<file path="src/design/bp_pkg.sv">
// Sizes are fixed at compile time and GHR_LEN has to equal PHT_IDX_W for the gshare index
package bp_pkg;

  // ========================================
  // Widths and table sizes
  // ========================================

  // Address and instruction width
  localparam int unsigned XLEN        = 32;

  // Global history length, same as the counter table index
  localparam int unsigned GHR_LEN     = 8;

  // Gshare, bimodal and choice tables share one geometry
  localparam int unsigned PHT_ENTRIES = 256;
  localparam int unsigned PHT_IDX_W   = 8;

  // Direct-mapped BTB
  localparam int unsigned BTB_ENTRIES = 64;
  localparam int unsigned BTB_IDX_W   = 6;
  localparam int unsigned BTB_TAG_W   = XLEN - BTB_IDX_W - 2;

  // ========================================
  // Opcodes and counter constants
  // ========================================

  // RV32I opcodes for conditional branches and JAL
  localparam logic [6:0] OP_BRANCH = 7'b1100011;
  localparam logic [6:0] OP_JAL    = 7'b1101111;

  // Counters start weakly taken
  localparam logic [1:0] CTR_INIT  = 2'b10;
  localparam logic [1:0] CTR_MAX   = 2'b11;

  // ========================================
  // Shared types
  // ========================================

  typedef logic [XLEN-1:0]      addr_t;
  typedef logic [XLEN-1:0]      inst_t;
  typedef logic [1:0]           ctr_t;
  typedef logic [GHR_LEN-1:0]   ghr_t;
  typedef logic [PHT_IDX_W-1:0] pht_idx_t;
  typedef logic [BTB_IDX_W-1:0] btb_idx_t;
  typedef logic [BTB_TAG_W-1:0] btb_tag_t;

  // Kind of control transfer reported with each prediction
  typedef enum logic [1:0] {
    KIND_NONE   = 2'd0,
    KIND_JUMP   = 2'd1,
    KIND_BRANCH = 2'd2
  } bp_kind_e;

endpackage

</file>
<file path="src/design/bp_decode.sv">
// Only conditional branches and JAL are recognized, JALR and compressed forms count as others
`timescale 1ns/1ps

module bp_decode (
  input  bp_pkg::inst_t inst_i,
  output logic          is_branch_o,
  output logic          is_jal_o,
  output bp_pkg::addr_t imm_o
);

  import bp_pkg::*;

  // Opcode field of the fetched word
  logic [6:0] opcode;

  // Both immediate forms, built in parallel
  addr_t      imm_b;
  addr_t      imm_j;

  assign opcode = inst_i[6:0];

  // ========================================
  // Instruction class
  // ========================================

  assign is_branch_o = (opcode == OP_BRANCH);
  assign is_jal_o    = (opcode == OP_JAL);

  // ========================================
  // Immediate extraction
  // ========================================

  // B-type, offset in multiples of two bytes
  assign imm_b = {{20{inst_i[31]}}, inst_i[7], inst_i[30:25], inst_i[11:8], 1'b0};

  // J-type, 21-bit signed offset
  assign imm_j = {{12{inst_i[31]}}, inst_i[19:12], inst_i[20], inst_i[30:21], 1'b0};

  always_comb begin
    // Zero unless the word is a branch or a JAL
    imm_o = '0;
    if (is_branch_o) begin
      imm_o = imm_b;
    end else if (is_jal_o) begin
      imm_o = imm_j;
    end
  end

endmodule

</file>
<file path="config.mk">
export PLATFORM = sky130hd
export DESIGN_NAME = bp_decode
export DESIGN_NICKNAME = d
export VERILOG_FILES = /design/src/design/bp_pkg.sv /design/src/design/bp_decode.sv
export SDC_FILE = /design/constraint.sdc
export NUM_CORES = 1
export LEC_CHECK = 0
export ABC_AREA = 1
export BUFFER_PORTS_ARGS = -buffer_cell sky130_fd_sc_hd__buf_4
export CORE_MARGIN = 10
export CORE_UTILIZATION = 29
export DETAILED_ROUTE_END_ITERATION = 10
export PLACE_DENSITY = 0.84
export SKIP_LAST_GASP = 1
export SLEW_MARGIN = 20
export SYNTH_ARGS = -nofsm -noshare
export SYNTH_HDL_FRONTEND = slang
export SYNTH_SLANG_ARGS = --single-unit
</file>
<file path="constraint.sdc">
create_clock -name vclk -period 1.09
set_input_delay 0 -clock vclk [all_inputs]
set_output_delay 0 -clock vclk [all_outputs]
set_load 0.02 [all_outputs]
</file>
# Word-level counts from Yosys, hierarchy flattened
# Index checks and enable logic that the tools add are counted.
# word_totals
register_bits	0
latchBits	0
ramBits	0
mem_bits_ro	0
input_bits	32
elab_cells	4
memories	0
# classes
n_addsub	0
multipliers	0
n_div	0
magnitude_cmp	0
n_eq_ne	2
shift	0
mux	2
bitwise	0
reduce_logical	0
# ops
op	count
$mux W32	2
$eq A7 B7 Y1 const B	2

# Longest topological paths before layout
# depth
depth_word	3
depth_mapped	8

# Worst setup path after synthesis
# No wires, ideal clock.
# synth_timing
path_kind	input to output
startpoint	input inst_i[4]
endpoint	output imm_o[21]
arrival_time_ns	1.028
t_required_ns	1.090
slack_ns	0.062
cell_stages	7
cell_sequence	inv_1 > nand3_2 > nor2_4 > buf_6 > nand2_1 > nand2_1 > buf_4
# synth_between
elab_chain_len	3
elab_cells_between_ends	4
cone_classes	eq/ne (2); mux (2)
# synth_rtl
element	line_no	text
start, declared	bp_decode.sv:5	input bp_pkg::inst_t inst_i,
$eq A7 B7 Y1	bp_decode.sv:27	assign is_jal_o = (opcode == OP_JAL);
$mux W32	bp_decode.sv:44	end else if (is_jal_o) begin
$mux W32 *	bp_decode.sv:42	if (is_branch_o) begin
end, declared	bp_decode.sv:8	output bp_pkg::addr_t imm_o
# Mark *: on every way between the ends. The rest lies on a longest branch, timed or not.

# Final worst setup path
# layout_timing
startpoint	input inst_i[2]
endpoint	output imm_o[1]
# Same word-level chain as after synthesis.

==> metrics.cfg <==
[status]
status = finished, final reports clean

[setup_path]
crit_required_ps = 1090
crit_path_max_fanout = 11
cp-start-kind = input pin
arrival_ps = 880
crit_type = input pin to output port
crit_path_end_kind = output port

[global_routing]
antenna_found_initial = 0
track_usage = 0.09652
grt_max_degree = 13
grt_pass1_vias = 652
grt_first_pass_wirelength_mm = 2.773
grt_overflow = 0

[route]
drt_iter0_markers = 5
drc = 0
ant_nets = 0
drtPass1Iterations = 2
drt-wirelength-per-cell_um = 11.96
num_vias = 620
vias_per_cell = 4.161
wirelength_mm = 1.782

[final_layout]
layout.nets = 168
stdcell_area_um2 = 813.3
ff_latch_area_um2 = 0
layout_commonest_cell = buf_4
area_growth_pct = 104.4
fin_util = 0.6250
final_cell_mix = buf_4 (69), nand2_1 (54), inv_1 (3)
drive_gt1_frac = 0.5597
nFillCells = 128
stdcell_count = 149
multi_input_area_um2 = 265.3
clkbuf_count = 0
seq_cell_count = 0
n_antenna_cell = 0

[pwr]
peakVddDrop_mv = 0.09879
p_per_area_mw_per_mm2 = 169.3
swShare = 0.3589
clock_power_share = 0
seqPwrFrac = 0
switchingPower_mw = 0.04942
internal_power_mw = 0.08828
p_comb_frac = 1.000
cellLeakagePower_nw = 0.5561

[place]
portBuffers = 65
placed_cell_area_um2 = 810.8
dp_cells = 149
routabilityCongestion = 0.6565
hpwl_mm = 1.621

[run]
drv_cap = 0

[timing]
hold_violations = 0
max_freq_mhz = 1142
drv_slew = 0
rsz0062_at_grt = no
period_share = 0.8032
period_needed_ps = 875.5
setup_viol = 0
tns_ps = 0

[floorplan]
dieArea_mm2 = 0.003254
rows = 13
start_util = 0.3058
dieWidth_um = 57.04
core-area_mm2 = 0.001301
ios = 66
die_y_um = 57.04

[synthesis]
yosys.area.top_type = nand2_1
ys_types = 10
yosys-top-cells-area = nand2_1 (52%), buf_4 (23%), buf_6 (8.5%)
synth_top_area_share = 0.5189
synth_area_um2 = 397.9
synthCells = 80
syn-num-nets = 112
syn_area_per_cell_um2 = 4.974
yosysWarnings = 0
ys_seq_area_frac = 0

[worst_hold_path]
worstHoldStart = inst_i[18]
hp-class = input pin to output port
min_to = imm_o[18]
hold-path-cell-count = 4

[clocking]
post_cts_buffers = 0
ctsHoldBuffers = 0
cts_resized = 0

## routing by layer
metal | vias up | GRT usage | part of all wire
li1 | 330 | - | -
met1 | 251 | 0.09494 | 0.37
met2 | 37 | 0.1860 | 0.50
met3 | 2 | 0.04204 | 0.12
met4 | 0 | 0.01007 | 0.012
met5 | - | 0 | 0
## cells by family after synthesis
family	after synthesis	synth area share
AOI/OAI and AO/OA	1	0.01887
buffers and inverters	18	0.3396
other	1	0.009425
and+or+nand+nor	60	0.6321
## worst max-delay path by stage
stage,depth (start not counted),to,from,slack (ps)
final,8,imm_o[1],inst_i[2],210
after global routing,8,imm_o[10],inst_i[2],90
after CTS,7,imm_o[26],inst_i[2],100
after detailed placement,7,imm_o[26],inst_i[4],100
after global placement,7,imm_o[20],inst_i[4],150
after floorplan,7,imm_o[21],inst_i[4],60
## power groups by stage
| stage | Clock (mW) | Combinational, mW | Sequential [mW] |
|---|---|---|---|
| global route | 0 | 0.150 | 0 |
| global placement | 0 | 0.136 | 0 |
| CTS | 0 | 0.139 | 0 |
| detailed placement | 0 | 0.138 | 0 |
| finish | 0 | 0.138 | 0 |
| floorplan | 0 | 0.0392 | 0 |
## critical path, stage by stage
cell     delay (ps)
buf_4           110
nor2_2          100
nand2_1         100
nor2_4          110
buf_4           180
nand2_1          60
nand2_1          70
buf_4           130
## cell usage after synthesis, drive strengths merged
library cell and n:
nand3 1, nand2 56, nor2 3, buf 15
conb 1, a21boi 1, inv 3
## stage by stage
stage / setup WS [ps] / total power [mW] / hold slack (ps)
after floorplan: 62.20 / 0.03923 / 168.0
after global placement: 152.3 / 0.1356 / 289.4
after detailed placement: 95.44 / 0.1384 / 292.5
after CTS: 97.23 / 0.1389 / 293.1
after global routing: 94.02 / 0.1503 / 305.7
final: 214.5 / 0.1377 / 289.4
## area by class of cell
type	count	area share
repair buffers	69	0.6369
multi-input cells	62	0.3262
well taps	15	0.02308
inverters	3	0.01385
(Power assumes the default switching activity.)
