--- config.mk ---
export PLATFORM = sky130hd
export DESIGN_NAME = bp_select
export DESIGN_NICKNAME = d
export VERILOG_FILES = /design/src/design/bp_pkg.sv /design/src/design/bp_select.sv
export SDC_FILE = /design/constraint.sdc
export NUM_CORES = 1
export LEC_CHECK = 0
export BUFFER_PORTS_ARGS = -buffer_cell sky130_fd_sc_hd__buf_2
export CAP_MARGIN = 5
export CORE_MARGIN = 10
export CORE_UTILIZATION = 49
export DETAILED_ROUTE_END_ITERATION = 12
export GPL_ROUTABILITY_DRIVEN = 1
export GPL_TIMING_DRIVEN = 0
export PLACE_DENSITY = 0.85
export SETUP_SLACK_MARGIN = 0.15
export SKIP_LAST_GASP = 1
export SLEW_MARGIN = 20
export SYNTH_ARGS = -nofsm -noshare
export SYNTH_HDL_FRONTEND = slang
export SYNTH_SLANG_ARGS = --single-unit
export TNS_END_PERCENT = 20
--- constraint.sdc ---
create_clock -name vclk -period 4.05
set_clock_uncertainty 0.15 [all_clocks]
set_input_delay 0.405 -clock vclk [all_inputs]
set_output_delay 0.405 -clock vclk [all_outputs]
set_load 0.005 [all_outputs]
--- src/design/bp_pkg.sv ---
// Sizes are fixed at compile time and GHR_LEN has to equal PHT_IDX_W for the gshare index
package bp_pkg;

  // ========================================
  // Widths and table sizes
  // ========================================

  // Address and instruction width
  localparam int unsigned XLEN        = 32;

  // Global history length, same as the counter table index
  localparam int unsigned GHR_LEN     = 8;

  // Gshare, bimodal and choice tables share one geometry
  localparam int unsigned PHT_ENTRIES = 256;
  localparam int unsigned PHT_IDX_W   = 8;

  // Direct-mapped BTB
  localparam int unsigned BTB_ENTRIES = 64;
  localparam int unsigned BTB_IDX_W   = 6;
  localparam int unsigned BTB_TAG_W   = XLEN - BTB_IDX_W - 2;

  // ========================================
  // Opcodes and counter constants
  // ========================================

  // RV32I opcodes for conditional branches and JAL
  localparam logic [6:0] OP_BRANCH = 7'b1100011;
  localparam logic [6:0] OP_JAL    = 7'b1101111;

  // Counters start weakly taken
  localparam logic [1:0] CTR_INIT  = 2'b10;
  localparam logic [1:0] CTR_MAX   = 2'b11;

  // ========================================
  // Shared types
  // ========================================

  typedef logic [XLEN-1:0]      addr_t;
  typedef logic [XLEN-1:0]      inst_t;
  typedef logic [1:0]           ctr_t;
  typedef logic [GHR_LEN-1:0]   ghr_t;
  typedef logic [PHT_IDX_W-1:0] pht_idx_t;
  typedef logic [BTB_IDX_W-1:0] btb_idx_t;
  typedef logic [BTB_TAG_W-1:0] btb_tag_t;

  // Kind of control transfer reported with each prediction
  typedef enum logic [1:0] {
    KIND_NONE   = 2'd0,
    KIND_JUMP   = 2'd1,
    KIND_BRANCH = 2'd2
  } bp_kind_e;

endpackage

--- src/design/bp_select.sv ---
// Purely combinational next-pc choice, JALR and all other words fall through to pc plus 4
`timescale 1ns/1ps

module bp_select (
  input  logic             fetch_valid_i,
  input  logic             stall_i,
  input  logic             is_branch_i,
  input  logic             is_jal_i,
  input  logic             final_taken_i,
  input  logic             btb_hit_i,
  input  bp_pkg::addr_t    pc_i,
  input  bp_pkg::addr_t    imm_i,
  input  bp_pkg::addr_t    btb_target_i,
  output logic             pred_valid_o,
  output logic             pred_taken_o,
  output bp_pkg::addr_t    pred_pc_o,
  output bp_pkg::bp_kind_e pred_kind_o
);

  import bp_pkg::*;

  // Sequential and pc-relative candidates
  addr_t seq_pc;
  addr_t rel_pc;

  assign seq_pc = pc_i + XLEN'(4);
  assign rel_pc = pc_i + imm_i;

  // ========================================
  // Priority selection
  // ========================================

  always_comb begin
    pred_valid_o = 1'b0;
    pred_taken_o = 1'b0;
    pred_pc_o    = seq_pc;
    pred_kind_o  = KIND_NONE;
    if (fetch_valid_i && !stall_i) begin
      pred_valid_o = 1'b1;
      if (is_jal_i) begin
        pred_taken_o = 1'b1;
        pred_pc_o    = rel_pc;
        pred_kind_o  = KIND_JUMP;
      end else if (is_branch_i) begin
        pred_kind_o = KIND_BRANCH;
        if (btb_hit_i) begin
          // Tournament decides, target comes from the BTB
          pred_taken_o = final_taken_i;
          pred_pc_o    = final_taken_i ? btb_target_i : seq_pc;
        end else if (imm_i[XLEN-1]) begin
          // Backward taken on a BTB miss
          pred_taken_o = 1'b1;
          pred_pc_o    = rel_pc;
        end
      end
    end
  end

endmodule

Yosys cells after proc, flatten, opt, wreduce, memory -nomap -nowiden
Index checks and enable logic that the tools add are counted.

Flip-flop bits (word level): 0. Output and inout bits: 36. Word-level logic and storage cells: 19.

$add $sub $neg: 2. Mux-type cells: 15. Reductions and logical operators: 2.

Operators with widths (number): $mux 32 (6); $add 32x3->32 const B (1); $add 32x32->32 (1); $mux 1 (6); $mux 2 (3); $logic_and 1x1->1 (1); $logic_not 1->1 (1).

Depth between registers and ports, before layout
Gate-level depths: netlist of run 1.

Depth in word-level cells: 6. Mapped depth: 11. Gate-level depth less buffers: 11.

Worst setup path after synthesis of run 1
No wires, ideal clock.

Kind: in2out. Start point: input pc_i[0]. End point: output pred_pc_o[28]. Arrival: 2.622 ns. Data required time: 3.495 ns. Slack: 0.873 ns. Stages: 11. Cell sequence: ha_1 -> fa_1 -> a21oi_1 -> o211ai_1 -> a31o_2 -> a211o_1 -> a2bb2oi_1 -> a211o_1 -> o21ai_1 -> xnor2_1 -> o221ai_1.

Longest elaborated chain between the ends: 6. Elaborated cells between the ends (all ways): 8. Those cells by class: 2 x add/sub; 6 x mux.

RTL lines: from (decl) (line bp_select.sv:11) `input bp_pkg::addr_t pc_i,`; $add 32x3->32 or $add 32x32->32 (tied branches) (line bp_select.sv:26, bp_select.sv:27); $mux 32, on equally long branches (line bp_select.sv:50, bp_select.sv:49); $mux 32 (line bp_select.sv:46) `if (btb_hit_i) begin`; $mux 32 (line bp_select.sv:44) `end else if (is_branch_i) begin`; $mux 32 (line bp_select.sv:40) `if (is_jal_i) begin`; $mux 32 * (line bp_select.sv:38) `if (fetch_valid_i && !stall_i) begin`; to (decl) (line bp_select.sv:16) `output bp_pkg::addr_t pred_pc_o,`.

Mark *: on every way between the ends. The rest lies on a longest branch, timed or not.

Worst setup path in the final report of run 1
Same ends and word-level chain as after synthesis.

==> run summary, run 1 <==
The data arrival time of the worst path is 3270 ps. For this block, the initial DRC count from the detailed router was 183. The placeable core region was 0.00551 mm2; the number of iterations in the first detailed-routing pass was 5.

STA classifies the critical path endpoint as a primary output. In this run, distinct cell masters in the synthesized netlist total 64. The critical path start-end classification is input pin to primary output.

The number of nets produced by synthesis was 534; the routed length per placed instance was 17.4 um. Hold repair after CTS inserted 0 buffers. The share of final-layout standard cells stronger than drive strength 1 is 32.4%. A synthesized cell averages 6.99 um2. Setup repair after global routing could not meet its margin everywhere. For the pin with the worst max-slew slack, the measured transition is 594 ps. The run gives 3617 as the number of global-route vias before repair. The logs give 0 for the final-report max-slew violation count and 10.6 mm for the total wirelength of the detailed-routed design. In the final timing run, aggregate negative setup slack is 0 ps. For the floorplan row count, the log shows 27. The wire length of the first global-routing pass was 16.6 mm.

The antenna diode instance count is 0, and the peak fanout along the critical path is 4. The area of the die is 0.00911 mm2, and the number of failing setup endpoints in the final timing report is 0. In this run the power density over the cells is 139 mW/mm2.

Timing would allow up to 262 MHz. The area growth from synthesis to layout is 28.2%. The path class of the tightest hold or removal check is input pin to primary output. After synthesis, flip-flops and latches occupy 0% of the total area. For this block, the via count after detailed routing is 3664. In the finished design, the share of the clock period the worst path needs comes to 94.4%. The library cells used most frequently in the layout, excluding fill and tap cells, are 138 x buf_2, 55 x nand2_1, 32 x ha_1. The share of the synthesized area in the top cell type is 14.3%, and the effective utilization at floorplan is 50.7%. The most common cell after layout, fill and taps aside is buf_2. The tools report the area of all sequential standard cells as 0 um2. In the finished layout, the clock tree contains a buffer count of 0. The tools report the global router's overall resource usage as 21.5%.

Counting I/O delays and the setup requirement, the final critical path takes 3820 ps. The detail route stage leaves a number of antenna-violating nets equal to 0. Measured along the x axis, the die boundary spans 95.5 um. ha_1 takes more of the synthesized area than any other cell. For the total number of sequential cells, the log shows 0. The flow ran to the end, and the final reports show no timing, DRC or antenna violations. The y dimension of the die is 95.5 um, and the maximum resistive drop on vdd is 72.2 uV. During placement, the flow inserted port buffers numbering 138.

Yosys attributes the largest share of cell area to ha_1 14%, xnor2_1 9.4%, xor2_1 7.5%, nand2_1 7.4%, a21oi_1 5.4%. The category of the worst setup path launch point is an input pin. At the end of the flow, the number of nets in the layout was 674. The tool flagged a number of max-cap violations equal to 0. The final hold violation count is 0. The initial antenna violation count is 0, and the number of inserted filler cells in the final layout is 529. The cell area after synthesis was 0.00279 mm2; the required time of the critical path was 3490 ps. For the number of warnings printed during yosys synthesis, the log shows 0. For this design the top-level I/O count stands at 138. The run gives 65.0% as the share of the core filled with cells.

Detailed placement ended at an HPWL of 8.99 mm. Entering global routing, the biggest net connects 11 pins. In this run the static leakage power is 1.64 nW.

The tools report the sum of overflow across all layers after global routing as 0. After detailed routing, the number of vias per cell comes to 6.02. The count of mapped cells out of synthesis was 399; the worst-case headroom to the max-slew limit was 60.2%. For the global placer's final weighted congestion, the log shows 0.902. The number of remaining DRC errors is 0.
worst max-delay path: stages:
cell	delay [ps]
buf_2	110
ha_1	240
fa_1	410
a21oi_1	280
o211ai_1	210
a31o_2	310
a211o_1	270
a2bb2oi_2	250
a211o_1	210
o21ai_1	80
xnor2_1	140
o221ai_1	200
buf_2	160
cell type report:
cell class         instances  area [um2]  share of cell area (%)
repair buffers           138         691                    19.3
inverters                 11        41.3                    1.15
well taps                 72        90.1                    2.52
multi-input cells        373        2660                    74.3
plain buffers             15        97.6                    2.73
per-layer routing:
layer | track usage [%] | share of wire (%)
met5 | 0 | 0
met4 | 5.65 | 2.0
met3 | 3.06 | 9.3
met2 | 38.9 | 49
met1 | 25.7 | 40
path summary, 6_finish.rpt:
check | from | end | cells after the start
max | pc_i[0] | pred_pc_o[28] | 13
min | btb_target_i[15] | pred_pc_o[15] | 4
stage by stage:
stage               instances  worst slack (ps)  total power (W)  hold slack [ps]  area [um2]
floorplan                 399               873         0.000321              691        2790
global placement          609               276         0.000479              943        3570
global route              609               101         0.000549              960        3580
finish                    609               229         0.000497              942        3580
CTS                       609               174         0.000492              946        3570
detailed placement        609               205         0.000489              946        3570
cells by family after synthesis:
family	Yosys count	synth area share (%)
xor+xnor	54	17.0
fa+ha+maj	33	15.1
mux	1	0.404
compound gates	145	38.2
simple gates	140	24.4
buf+inv	26	4.98
synth_stat cells (6+ instances only):
library cell	number
a21o_1	17
a21oi_1	30
a22oi_1	8
and3_1	6
clkbuf_1	7
ha_1	32
inv_1	9
nand2_1	55
nand2b_1	6
nand3_1	15
nand4_1	11
nor2_1	21
nor3_1	8
o21ai_0	14
o221ai_1	14
o22ai_1	11
xnor2_1	30
xor2_1	24
power by group:
part / switching, W / internal (W) / leakage (nW)
registers: 0 / 0 / 0
clock network: 0 / 0 / 0
logic: 0.000273 / 0.000225 / 1.64
timing repair:
action	CTS	global route
setup endpoints to repair	0	4
setup buffers	0	0
gates resized for setup	0	1
(Power assumes the default switching activity.)
==> inputs of run 2 (changes only) <==
--- a/config.mk
+++ b/config.mk
@@ -12,7 +12,7 @@
 export DETAILED_ROUTE_END_ITERATION = 12
 export GPL_ROUTABILITY_DRIVEN = 1
 export GPL_TIMING_DRIVEN = 0
-export PLACE_DENSITY = 0.85
+export PLACE_DENSITY = 0.95
 export SETUP_SLACK_MARGIN = 0.15
 export SKIP_LAST_GASP = 1
 export SLEW_MARGIN = 20
==> run summary, run 2 (synthesis gave the netlist of run 1 again) <==
In this run the worst hold path is classified as input pin to primary output. For the net count reported at finish, the log shows 674. The critical path startpoint is pc_i[0]. Before CTS, the worst setup slack after placement is 244 ps. Across the whole layout, storage elements account for 0 um2. Entering global routing, the biggest net connects 11 pins. STA classifies the critical path startpoint as an input pin. Dividing the final minimum period by the clock period gives 92.0%. The wire length of the first global-routing pass is 16.7 mm, and the routed length per placed instance is 17.5 um. Leaving out fill and tap cells, the most frequent cell in the layout is buf_2.

Setup violations remaining at the end of the flow were counted as 0. The first TritonRoute pass finished after 6 iterations. The remaining antenna violation count after routing is 0. The global placer's final weighted congestion is 0.899, and the I/O pin count is 138.

The floorplan step set the die height to 95.5 um. The number of global-route vias before repair came out at 3716. Post-CTS timing repair inserted 0 buffers for setup. The run gives 220 as the initial DRC count. Leaving out fill and tap cells, the most frequent cells in the layout are 138 x buf_2, 55 x nand2_1, 32 x ha_1.

The number of gates resized after CTS was 0; the antenna diode instance count was 0. The clock period minus worst slack came out at 3730 ps. The placeable core region is 0.00551 mm2, and the minimum setup slack in the final design is 325 ps. At the pin with the least slew margin, the transition time is 653 ps. The area of the multi-input gates came out at 0.00266 mm2. The critical path in this run is classified as input pin to primary output. Setup total negative slack on the finished layout was measured at 0 ps. The number of vias per cell after detailed routing is 6.04, and the placed wire-length estimate after detailed placement is 9.01 mm. The startpoint of the most critical hold path was btb_target_i[19]. The logs give 21.5% for the global router's overall resource usage and 3170 ps for the data arrival time of the worst path. After floorplanning, the core was divided into 27 placement rows. Peak clock frequency supported by timing: 268 MHz.

The tools report the type of destination of the critical path as a primary output. The tools report the worst-case headroom to the max-slew limit as 56.3%. The die covers 0.00911 mm2. The total wirelength of the detailed-routed design is 10.7 mm, and the number of remaining DRC errors is 0. Once the floorplan was initialized, standard cells occupied 50.7% of the core. For the total number of sequential cells, the log shows 0. Setup repair after global routing left no endpoint under its margin. The layout has 0 clock buffers. The initial antenna violation count was 0; the final-report max-slew violation count was 0. The tools report the maximum resistive drop on vdd as 64.0 uV. After clock tree synthesis, the flow added hold-fix buffers numbering 0. The count of buffers from port buffering is 138. The flow ran to the end, and the final reports show no timing, DRC or antenna violations. Summed over all layers, the global routing overflow is 0.

The peak fanout along the critical path is 4, and the minimum hold slack is 944 ps. Relative area change from synthesis to final layout: 28.3%. In the final layout, the share of cells above drive strength 1 is 32.6%.

The cell area power density is 139 mW/mm2. Counting the fill cells in the layout gives 515. For the leakage power figure, the log shows 1.64 nW. Measured along the x axis, the die boundary spans 95.5 um. The final hold violation count came out at 0. The number of maximum-capacitance constraint violations is 0, and the required time of the critical path is 3490 ps. The routed layout has 3677 vias.

The finished cells cover 0.00358 mm2. After detailed placement, the total cell area comes to 0.00357 mm2.
-- run 2: critical path, cell delays in order --
cell and delay, ps:
buf_2 110, ha_1 230, fa_1 440, a21oi_2 230, o211ai_1 160, a31o_2 300
a211o_1 280, a2bb2oi_2 220, a211o_1 190, o21ai_1 80, xnor2_1 130, o221ai_1 230
buf_2 170
-- run 2: final timing paths --
kind | depth (start not counted) | end
max | 13 | pred_pc_o[28]
min | 4 | pred_pc_o[19]
-- run 2: metrics by stage --
stage	util (%)	instances	power, W
finish	65.0	609	0.000499
global route	65.0	609	0.000547
CTS	64.8	609	0.000491
detailed placement	64.8	609	0.000487
global placement	64.8	609	0.000476
floorplan	-	399	0.000321
-- run 2: layout make-up --
| class | instances | area share [%] |
|---|---|---|
| Timing Repair Buffer | 138 | 19.3 |
| Buffer | 15 | 2.73 |
| Inverter | 11 | 1.15 |
| Multi-Input combinational cell | 373 | 74.3 |
| Tap cell | 72 | 2.52 |
-- run 2: report_power, final --
part           switching [W]  internal [W]  total, W
Combinational       0.000274      0.000225  0.000499
Sequential                 0             0         0
Clock                      0             0         0
Total               0.000274      0.000225  0.000499
-- run 2: per-layer routing --
| metal | share of wire [%] | vias to the layer above | routed length [um] | global-route usage (%) |
|---|---|---|---|---|
| met4 | 2.6 | 0 | 277 | 6.27 |
| met3 | 9.1 | 27 | 967 | 2.59 |
| li1 | - | 1800 | - | - |
| met1 | 40 | 1667 | 4230 | 25.1 |
| met5 | 0 | - | 0 | 0 |
| met2 | 49 | 183 | 5210 | 39.6 |
