$ cat src/design/bp_pkg.sv
// Sizes are fixed at compile time and GHR_LEN has to equal PHT_IDX_W for the gshare index
package bp_pkg;

  // ========================================
  // Widths and table sizes
  // ========================================

  // Address and instruction width
  localparam int unsigned XLEN        = 32;

  // Global history length, same as the counter table index
  localparam int unsigned GHR_LEN     = 8;

  // Gshare, bimodal and choice tables share one geometry
  localparam int unsigned PHT_ENTRIES = 256;
  localparam int unsigned PHT_IDX_W   = 8;

  // Direct-mapped BTB
  localparam int unsigned BTB_ENTRIES = 64;
  localparam int unsigned BTB_IDX_W   = 6;
  localparam int unsigned BTB_TAG_W   = XLEN - BTB_IDX_W - 2;

  // ========================================
  // Opcodes and counter constants
  // ========================================

  // RV32I opcodes for conditional branches and JAL
  localparam logic [6:0] OP_BRANCH = 7'b1100011;
  localparam logic [6:0] OP_JAL    = 7'b1101111;

  // Counters start weakly taken
  localparam logic [1:0] CTR_INIT  = 2'b10;
  localparam logic [1:0] CTR_MAX   = 2'b11;

  // ========================================
  // Shared types
  // ========================================

  typedef logic [XLEN-1:0]      addr_t;
  typedef logic [XLEN-1:0]      inst_t;
  typedef logic [1:0]           ctr_t;
  typedef logic [GHR_LEN-1:0]   ghr_t;
  typedef logic [PHT_IDX_W-1:0] pht_idx_t;
  typedef logic [BTB_IDX_W-1:0] btb_idx_t;
  typedef logic [BTB_TAG_W-1:0] btb_tag_t;

  // Kind of control transfer reported with each prediction
  typedef enum logic [1:0] {
    KIND_NONE   = 2'd0,
    KIND_JUMP   = 2'd1,
    KIND_BRANCH = 2'd2
  } bp_kind_e;

endpackage

$ cat src/design/bp_btb.sv
// Direct-mapped BTB with no replacement policy where each resolution overwrites its slot
`timescale 1ns/1ps

module bp_btb (
  input  logic          clk_i,
  input  logic          rst_ni,
  input  logic          stall_i,
  input  bp_pkg::addr_t pc_i,
  input  bp_pkg::addr_t ex_pc_i,
  input  bp_pkg::addr_t ex_target_i,
  input  logic          ex_valid_i,
  output logic          btb_hit_o,
  output bp_pkg::addr_t btb_target_o
);

  import bp_pkg::*;

  // ========================================
  // Entry storage
  // ========================================

  logic     valid_q  [BTB_ENTRIES];
  btb_tag_t tag_q    [BTB_ENTRIES];
  addr_t    target_q [BTB_ENTRIES];

  btb_idx_t rd_idx;
  btb_tag_t rd_tag;
  btb_idx_t wr_idx;
  btb_tag_t wr_tag;

  // Index from pc bits 6:1 and tag from bits 31:8
  assign rd_idx = pc_i[BTB_IDX_W:1];
  assign rd_tag = pc_i[XLEN-1:BTB_IDX_W+2];
  assign wr_idx = ex_pc_i[BTB_IDX_W:1];
  assign wr_tag = ex_pc_i[XLEN-1:BTB_IDX_W+2];

  // ========================================
  // Lookup
  // ========================================

  assign btb_hit_o    = valid_q[rd_idx] && (tag_q[rd_idx] == rd_tag);
  assign btb_target_o = target_q[rd_idx];

  // ========================================
  // Allocation
  // ========================================

  // Valid bit per entry
  always_ff @(posedge clk_i) begin
    if (!rst_ni) begin
      for (int i = 0; i < BTB_ENTRIES; i++) begin
        valid_q[i] <= 1'b0;
      end
    end else if (!stall_i && ex_valid_i) begin
      valid_q[wr_idx] <= 1'b1;
    end
  end

  // The resolved target replaces the old occupant whether taken or not
  always_ff @(posedge clk_i) begin
    if (!stall_i && ex_valid_i) begin
      tag_q[wr_idx]    <= wr_tag;
      target_q[wr_idx] <= ex_target_i;
    end
  end

endmodule

$ cat config.mk
export PLATFORM = sky130hd
export DESIGN_NAME = bp_btb
export DESIGN_NICKNAME = d
export VERILOG_FILES = /design/src/design/bp_pkg.sv /design/src/design/bp_btb.sv
export SDC_FILE = /design/constraint.sdc
export NUM_CORES = 2
export LEC_CHECK = 0
export BUFFER_PORTS_ARGS = -buffer_cell sky130_fd_sc_hd__buf_4
export CORE_ASPECT_RATIO = 0.8
export CORE_MARGIN = 1
export CORE_UTILIZATION = 60
export DETAILED_ROUTE_END_ITERATION = 8
export GPL_TIMING_DRIVEN = 0
export PLACE_DENSITY = 0.84
export SETUP_SLACK_MARGIN = 0.2
export SLEW_MARGIN = 20
export SYNTH_ARGS = -nofsm -noshare
export SYNTH_HDL_FRONTEND = slang
export SYNTH_SLANG_ARGS = --single-unit
$ cat constraint.sdc
create_clock -name clk_i -period 5.8 [get_ports clk_i]
set_input_delay 1.16 -clock clk_i [delete_from_list [all_inputs] [get_ports clk_i]]
set_output_delay 1.16 -clock clk_i [all_outputs]
set_load 0.02 [all_outputs]
==> results of run 1 <==
-- metal layers --
layer | overflow | track usage (%)
met1 | 5 | 68.4
met5 | 0 | 55.7
met3 | 2 | 68.9
met4 | 18 | 69.3
met2 | 25 | 84.2
-- cell families after synthesis --
logic type	count (synthesis)	synth area share (%)
XOR/XNOR	23	0.145
flip-flops	3648	78.4
AO/OA/AOI/OAI	336	1.73
AND/OR/NAND/NOR	280	0.932
multiplexers	1163	17.6
buffers and inverters	315	1.17
-- timing repair --
item | CTS
resized for setup | 731
pin swaps | 24
buffers inserted | 84
setup endpoints to repair | 33
hold buffers | 0
-- through the flow --
stage	setup slack [ps]	utilization, %
CTS	-76.9	72.0
detailed placement	-2250	65.6
global placement	-4590	62.6
floorplan	616	-
==> impl_metrics.prom, run 1 <==
# TYPE chip_impl_metric gauge
chip_impl_info{name="outcome",value="aborted with a tool error"} 1
chip_impl_info{name="last_step_reached",value="global routing"} 1
chip_impl_info{name="first-error",value="[ERROR GRT-0232] Routing congestion too high. Check the congestion heatmap in the GUI."} 1
chip_impl_info{name="yosys.area.top_type",value="edfxtp_1"} 1
chip_impl_metric{name="netlist.area_leader.share",unit="%"} 77.5
chip_impl_metric{name="io_buffers",unit=""} 121
chip_impl_info{name="cts_root_buffer",value="clkbuf_16"} 1
chip_impl_metric{name="placedInstanceArea",unit="mm²"} 0.151
chip_impl_metric{name="postSynthRegisterBits",unit=""} 3648
chip_impl_metric{name="largest_net_degree_at_the_start_of_global_routing",unit=""} 65
chip_impl_metric{name="synthCells",unit=""} 5765
chip_impl_info{name="synthMostInstantiatedCell",value="edfxtp_1"} 1
chip_impl_metric{name="place_congestion",unit=""} 0.947
chip_impl_metric{name="numCtsBuffers",unit=""} 351
chip_impl_metric{name="synth_nets",unit=""} 5865
chip_impl_metric{name="synth.lib_cells_used.distinct",unit=""} 59
chip_impl_metric{name="synth-async-reset-ratio",unit="%"} 0
chip_impl_metric{name="die-width",unit="µm"} 540
chip_impl_info{name="worst_endpoint",value="btb_hit_o"} 1
chip_impl_metric{name="ctsLongestPathBuffers",unit=""} 4
chip_impl_metric{name="synth.cell_area",unit="mm²"} 0.139
chip_impl_info{name="timing.repair.worst_endpoint_type",value="output port"} 1
chip_impl_metric{name="grt_antenna_before_repair",unit=""} 148
chip_impl_metric{name="grt_usage",unit="%"} 73.0
chip_impl_metric{name="dp.cells",unit=""} 9188
chip_impl_metric{name="clkSinkCount",unit=""} 3648
chip_impl_metric{name="ioPinCount",unit=""} 133
chip_impl_metric{name="row_count",unit=""} 157
chip_impl_metric{name="initial_core_util",unit="%"} 60.5
chip_impl_metric{name="grt_overflow",unit=""} 50
chip_impl_metric{name="yosysWarningCount",unit=""} 0
chip_impl_info{name="ys.flop_type",value="edfxtp_1"} 1
chip_impl_metric{name="edff_count_synth",unit=""} 3584
chip_impl_info{name="dominant_cells_by_area_after_synthesis",value="edfxtp_1 77%, mux4_2 16%, mux2i_1 0.98%, dfxtp_1 0.92%, clkbuf_1 0.38%"} 1
chip_impl_metric{name="cts.htree.levels",unit=""} 5
chip_impl_metric{name="ys_seq_area_share",unit="%"} 78.4
chip_impl_metric{name="die_y",unit="µm"} 432
chip_impl_info{name="synthTopCellsByCount",value="3584 x edfxtp_1, 1012 x mux4_2, 139 x clkbuf_1"} 1
chip_impl_metric{name="avgSynthCellArea",unit="µm²"} 24.1
chip_impl_metric{name="dpl.hpwl",unit="µm"} 324000
==> inputs of run 2 (changes only) <==
--- a/config.mk
+++ b/config.mk
@@ -6,13 +6,11 @@
 export NUM_CORES = 2
 export LEC_CHECK = 0
 export BUFFER_PORTS_ARGS = -buffer_cell sky130_fd_sc_hd__buf_4
-export CORE_ASPECT_RATIO = 0.8
 export CORE_MARGIN = 1
-export CORE_UTILIZATION = 60
+export CORE_UTILIZATION = 40
 export DETAILED_ROUTE_END_ITERATION = 8
 export GPL_TIMING_DRIVEN = 0
-export PLACE_DENSITY = 0.84
-export SETUP_SLACK_MARGIN = 0.2
+export PLACE_DENSITY_LB_ADDON = 0.15
 export SLEW_MARGIN = 20
 export SYNTH_ARGS = -nofsm -noshare
 export SYNTH_HDL_FRONTEND = slang
==> run 2 against run 1 <==
Net effect:
- the flow now finishes, with violations (setup timing)
- synthesized cell count unchanged
- area after synthesis unchanged
==> impl_metrics.prom, run 2 <==
# TYPE chip_impl_metric gauge
chip_impl_info{name="outcome",value="complete, but fails checks"} 1
chip_impl_info{name="violations_in_the_final_reports",value="setup timing"} 1
chip_impl_metric{name="clkSinkCount",unit=""} 3648
chip_impl_info{name="critical-path-top-delay-family",value="buffers and inverters"} 1
chip_impl_metric{name="synth_simple_gate_area_share",unit="%"} 0.932
chip_impl_metric{name="p_per_area",unit="mW/mm²"} 331
chip_impl_metric{name="synth.lib_cells_used.distinct",unit=""} 59
chip_impl_metric{name="insertion_delay",unit="ps"} 950
chip_impl_metric{name="drt_pass1_iterations",unit=""} 6
chip_impl_metric{name="numCtsBuffers",unit=""} 373
chip_impl_metric{name="hold_ws",unit="ps"} 464
chip_impl_metric{name="avgSynthCellArea",unit="µm²"} 24.1
chip_impl_metric{name="synth.cell_area",unit="mm²"} 0.139
chip_impl_metric{name="final_period_minus_worst_setup_slack",unit="ps"} 5920
chip_impl_info{name="rsz0062_at_grt",value="yes"} 1
chip_impl_metric{name="grt_overflow",unit=""} 0
chip_impl_metric{name="layout-drive-gt1-share",unit="%"} 36.0
chip_impl_metric{name="cts_hold_buf",unit=""} 0
chip_impl_metric{name="io_buffers",unit=""} 121
chip_impl_info{name="synthMostInstantiatedCell",value="edfxtp_1"} 1
chip_impl_metric{name="ctsLongestPathBuffers",unit=""} 4
chip_impl_metric{name="filler_free_cell_count_of_the_finished_design",unit=""} 11600
chip_impl_metric{name="die-width",unit="µm"} 591
chip_impl_info{name="layout.cells.most_common",value="edfxtp_1"} 1
chip_impl_metric{name="worst_ir_drop_on_vdd",unit="V"} 0.000262
chip_impl_info{name="reg.largest.list",value="target_q (2048), tag_q (1536), valid_q (64)"} 1
chip_impl_metric{name="hold_viol_final",unit=""} 0
chip_impl_metric{name="layout_worst_path_cycle_share",unit="%"} 102
chip_impl_info{name="tritoncts",value="yes"} 1
chip_impl_metric{name="synth_compound_gate_area_share",unit="%"} 1.73
chip_impl_metric{name="floorplan.die_area",unit="mm²"} 0.350
chip_impl_metric{name="antenna_left",unit=""} 0
chip_impl_metric{name="nets",unit=""} 6801
chip_impl_info{name="synthTopCellsByCount",value="3584 x edfxtp_1, 1012 x mux4_2, 139 x clkbuf_1"} 1
chip_impl_metric{name="largest_net_degree_at_the_start_of_global_routing",unit=""} 65
chip_impl_metric{name="edff_count_synth",unit=""} 3584
chip_impl_metric{name="gr-usage-met3",unit="%"} 4.73
chip_impl_metric{name="cellInternalPower",unit="mW"} 43.5
chip_impl_metric{name="grt_antenna_before_repair",unit=""} 27
chip_impl_metric{name="row_count",unit=""} 216
chip_impl_metric{name="critical_path_arrival",unit="ps"} 4760
chip_impl_metric{name="cellLeakagePower",unit="nW"} 53.3
chip_impl_metric{name="ioPinCount",unit=""} 133
chip_impl_metric{name="place_congestion",unit=""} 0.807
chip_impl_metric{name="share_seq_of_total_power",unit="%"} 52.0
chip_impl_metric{name="post_synth_fa_ha_maj_area_fraction",unit="%"} 0
chip_impl_metric{name="timing.final.setup_violations",unit=""} 7
chip_impl_metric{name="switching_power",unit="mW"} 12.4
chip_impl_metric{name="initial_core_util",unit="%"} 40.1
chip_impl_metric{name="power_switching_share",unit="%"} 22.2
chip_impl_metric{name="finalMaxSlewViolations",unit=""} 0
chip_impl_metric{name="netlist.area_leader.share",unit="%"} 77.5
chip_impl_metric{name="timing.critical_path.required",unit="ps"} 4640
chip_impl_metric{name="grt_usage",unit="%"} 28.6
chip_impl_metric{name="first_iter_violations",unit=""} 11200
chip_impl_metric{name="synth_nets",unit=""} 5865
chip_impl_metric{name="clock.fmax",unit="MHz"} 169
chip_impl_info{name="cp-end-kind",value="primary output"} 1
chip_impl_metric{name="yosysWarningCount",unit=""} 0
chip_impl_metric{name="comb_power_share",unit="%"} 6.2
chip_impl_metric{name="largest_register_ffs",unit=""} 2048
chip_impl_metric{name="groute.layer.met1.usage",unit="%"} 38.0
chip_impl_metric{name="die_y",unit="µm"} 591
chip_impl_info{name="cts_root_buffer",value="clkbuf_16"} 1
chip_impl_metric{name="critical_path.max_fanout",unit=""} 10
chip_impl_info{name="layout_common_cells",value="3584 x edfxtp_1, 1012 x mux4_2, 381 x clkbuf_16"} 1
chip_impl_info{name="dominant_cells_by_area_after_synthesis",value="edfxtp_1 77%, mux4_2 16%, mux2i_1 0.98%, dfxtp_1 0.92%, clkbuf_1 0.38%"} 1
chip_impl_metric{name="postSynthRegisterBits",unit=""} 3648
chip_impl_metric{name="dpl.hpwl",unit="µm"} 347000
chip_impl_metric{name="num_vias",unit=""} 72600
chip_impl_metric{name="area.growth.synth_to_final",unit="%"} 21.8
chip_impl_metric{name="synth-async-reset-ratio",unit="%"} 0
chip_impl_metric{name="clock-skew-final",unit="ps"} 0
chip_impl_metric{name="placeableCoreArea",unit="mm²"} 0.346
chip_impl_info{name="ys.flop_type",value="edfxtp_1"} 1
chip_impl_metric{name="critical_path_buf_inv_count",unit=""} 4
chip_impl_metric{name="grt.met2_usage",unit="%"} 46.8
chip_impl_metric{name="route.detailed.vias_per_inst",unit=""} 6.26
chip_impl_metric{name="cap_viol_max_count",unit=""} 0
chip_impl_metric{name="synth_xor_area_share",unit="%"} 0.145
chip_impl_metric{name="dp.cells",unit=""} 10800
chip_impl_metric{name="power_frac_clock",unit="%"} 41.9
chip_impl_metric{name="critPathMaxStageDelay",unit="ps"} 980
chip_impl_info{name="busiest_layer",value="met2"} 1
chip_impl_metric{name="drc",unit=""} 0
chip_impl_info{name="yosys.area.top_type",value="edfxtp_1"} 1
chip_impl_info{name="setup.worst_path.start_class",value="input port"} 1
chip_impl_metric{name="num-fill-cells",unit=""} 27700
chip_impl_info{name="crit_type",value="in -> out"} 1
chip_impl_info{name="path_cells",value="buf_4, inv_2, clkbuf_1, nand2_1, a311oi_1, o211ai_1, xor2_1, nand4_1, nor4_1, and4_1, buf_6"} 1
chip_impl_metric{name="worst-slew-pin-transition",unit="ps"} 1280
chip_impl_metric{name="ys_seq_area_share",unit="%"} 78.4
chip_impl_info{name="top_register",value="target_q"} 1
chip_impl_metric{name="route.final.wire_length",unit="µm"} 502000
chip_impl_metric{name="cts.htree.levels",unit=""} 5
chip_impl_metric{name="cts.clk_slew.worst_paths",unit="ps"} 60
chip_impl_metric{name="max-slew-margin-rel",unit="%"} 14.8
chip_impl_metric{name="synthCells",unit=""} 5765
chip_impl_info{name="slowest_stage",value="clkbuf_1"} 1
chip_impl_info{name="holdCritPathClass",value="reg -> reg"} 1
chip_impl_metric{name="first_global_vias",unit=""} 70100
chip_impl_info{name="dominant_combinational_cell_family_by_area_after_synthesis",value="multiplexers"} 1
chip_impl_metric{name="grt_first_pass_wirelength",unit="µm"} 659000
chip_impl_metric{name="fin_ws",unit="ps"} -124
chip_impl_metric{name="muxShareOfSynthArea",unit="%"} 17.6
chip_impl_metric{name="wl_per_cell",unit="µm"} 43.3
chip_impl_metric{name="fin_tns_setup",unit="ps"} -276
## run 2: cell counts after synthesis
Identical to the previous run, type by type.
## run 2: layout make-up
type	instances	area (µm²)	area share (%)
Clock buffer	465	9830	5.81
Sequential cell	3648	109000	64.4
Tap cell	4578	5730	3.39
Antenna cell	12	30.0	0.0178
Clock inverter	206	1760	1.04
Buffer	307	3470	2.05
Inverter	4	18.8	0.0111
Multi-Input combinational cell	1802	29500	17.4
Timing Repair Buffer	565	9890	5.85
## run 2: routing by layer
metal  part of all wire [%]  up-vias
li1                       -    27000
met1                     38    40300
met2                     49     4289
met3                    8.5      962
met4                    4.9       14
met5                  0.019        -
## run 2: logic make-up after synthesis
family	after synthesis
AOI/OAI and AO/OA	336
xor gates and xnor gates	23
buffers and inverters	315
DFF	3648
muxes	1163
and+or+nand+nor	280
## run 2: worst paths after layout
path | slack, ps | endpoint | startpoint | depth (start not counted)
worst max-delay path | -120 | btb_hit_o | pc_i[3] | 11
worst min-delay path | 460 | valid_q[43]$_DFF_P_ | valid_q[43]$_DFF_P_ | 1
worst max register to register | 5180 | valid_q[6]$_DFF_P_ | valid_q[6]$_DFF_P_ | 1
worst min register to register | 460 | valid_q[43]$_DFF_P_ | valid_q[43]$_DFF_P_ | 1
## run 2: what timing repair did
action | in CTS | in global routing
gates resized for setup | 604 | 35
pin swaps | 21 | 6
gates cloned | 1 | 1
setup endpoints to repair | 33 | 8
buffers inserted | 64 | 20
## run 2: through the flow
stage / util, % / setup WS (ps) / power, mW / area, µm²
finish: 48.9 / -124 / 55.9 / 169000
global route: 48.9 / -112 / 57.2 / 169000
CTS: 48.8 / -6.32 / 56.1 / 169000
detailed placement: 44.6 / -2220 / 32.8 / 154000
global placement: 42.1 / -5870 / 32.6 / 146000
floorplan: - / 616 / 31.1 / 139000
## run 2: power by group through the flow
stage          Sequential (mW)  Clock (mW)  Combinational [mW]
2_1_floorplan             29.6           0                1.47
3_3_place_gp              29.6           0                3.01
3_5_place_dp              29.6           0                3.16
4_1_cts                   29.1        23.6                3.43
5_1_grt                   29.1        24.6                3.54
6_report                  29.1        23.4                3.46
No activity file was read; power rests on OpenSTA's default activity.
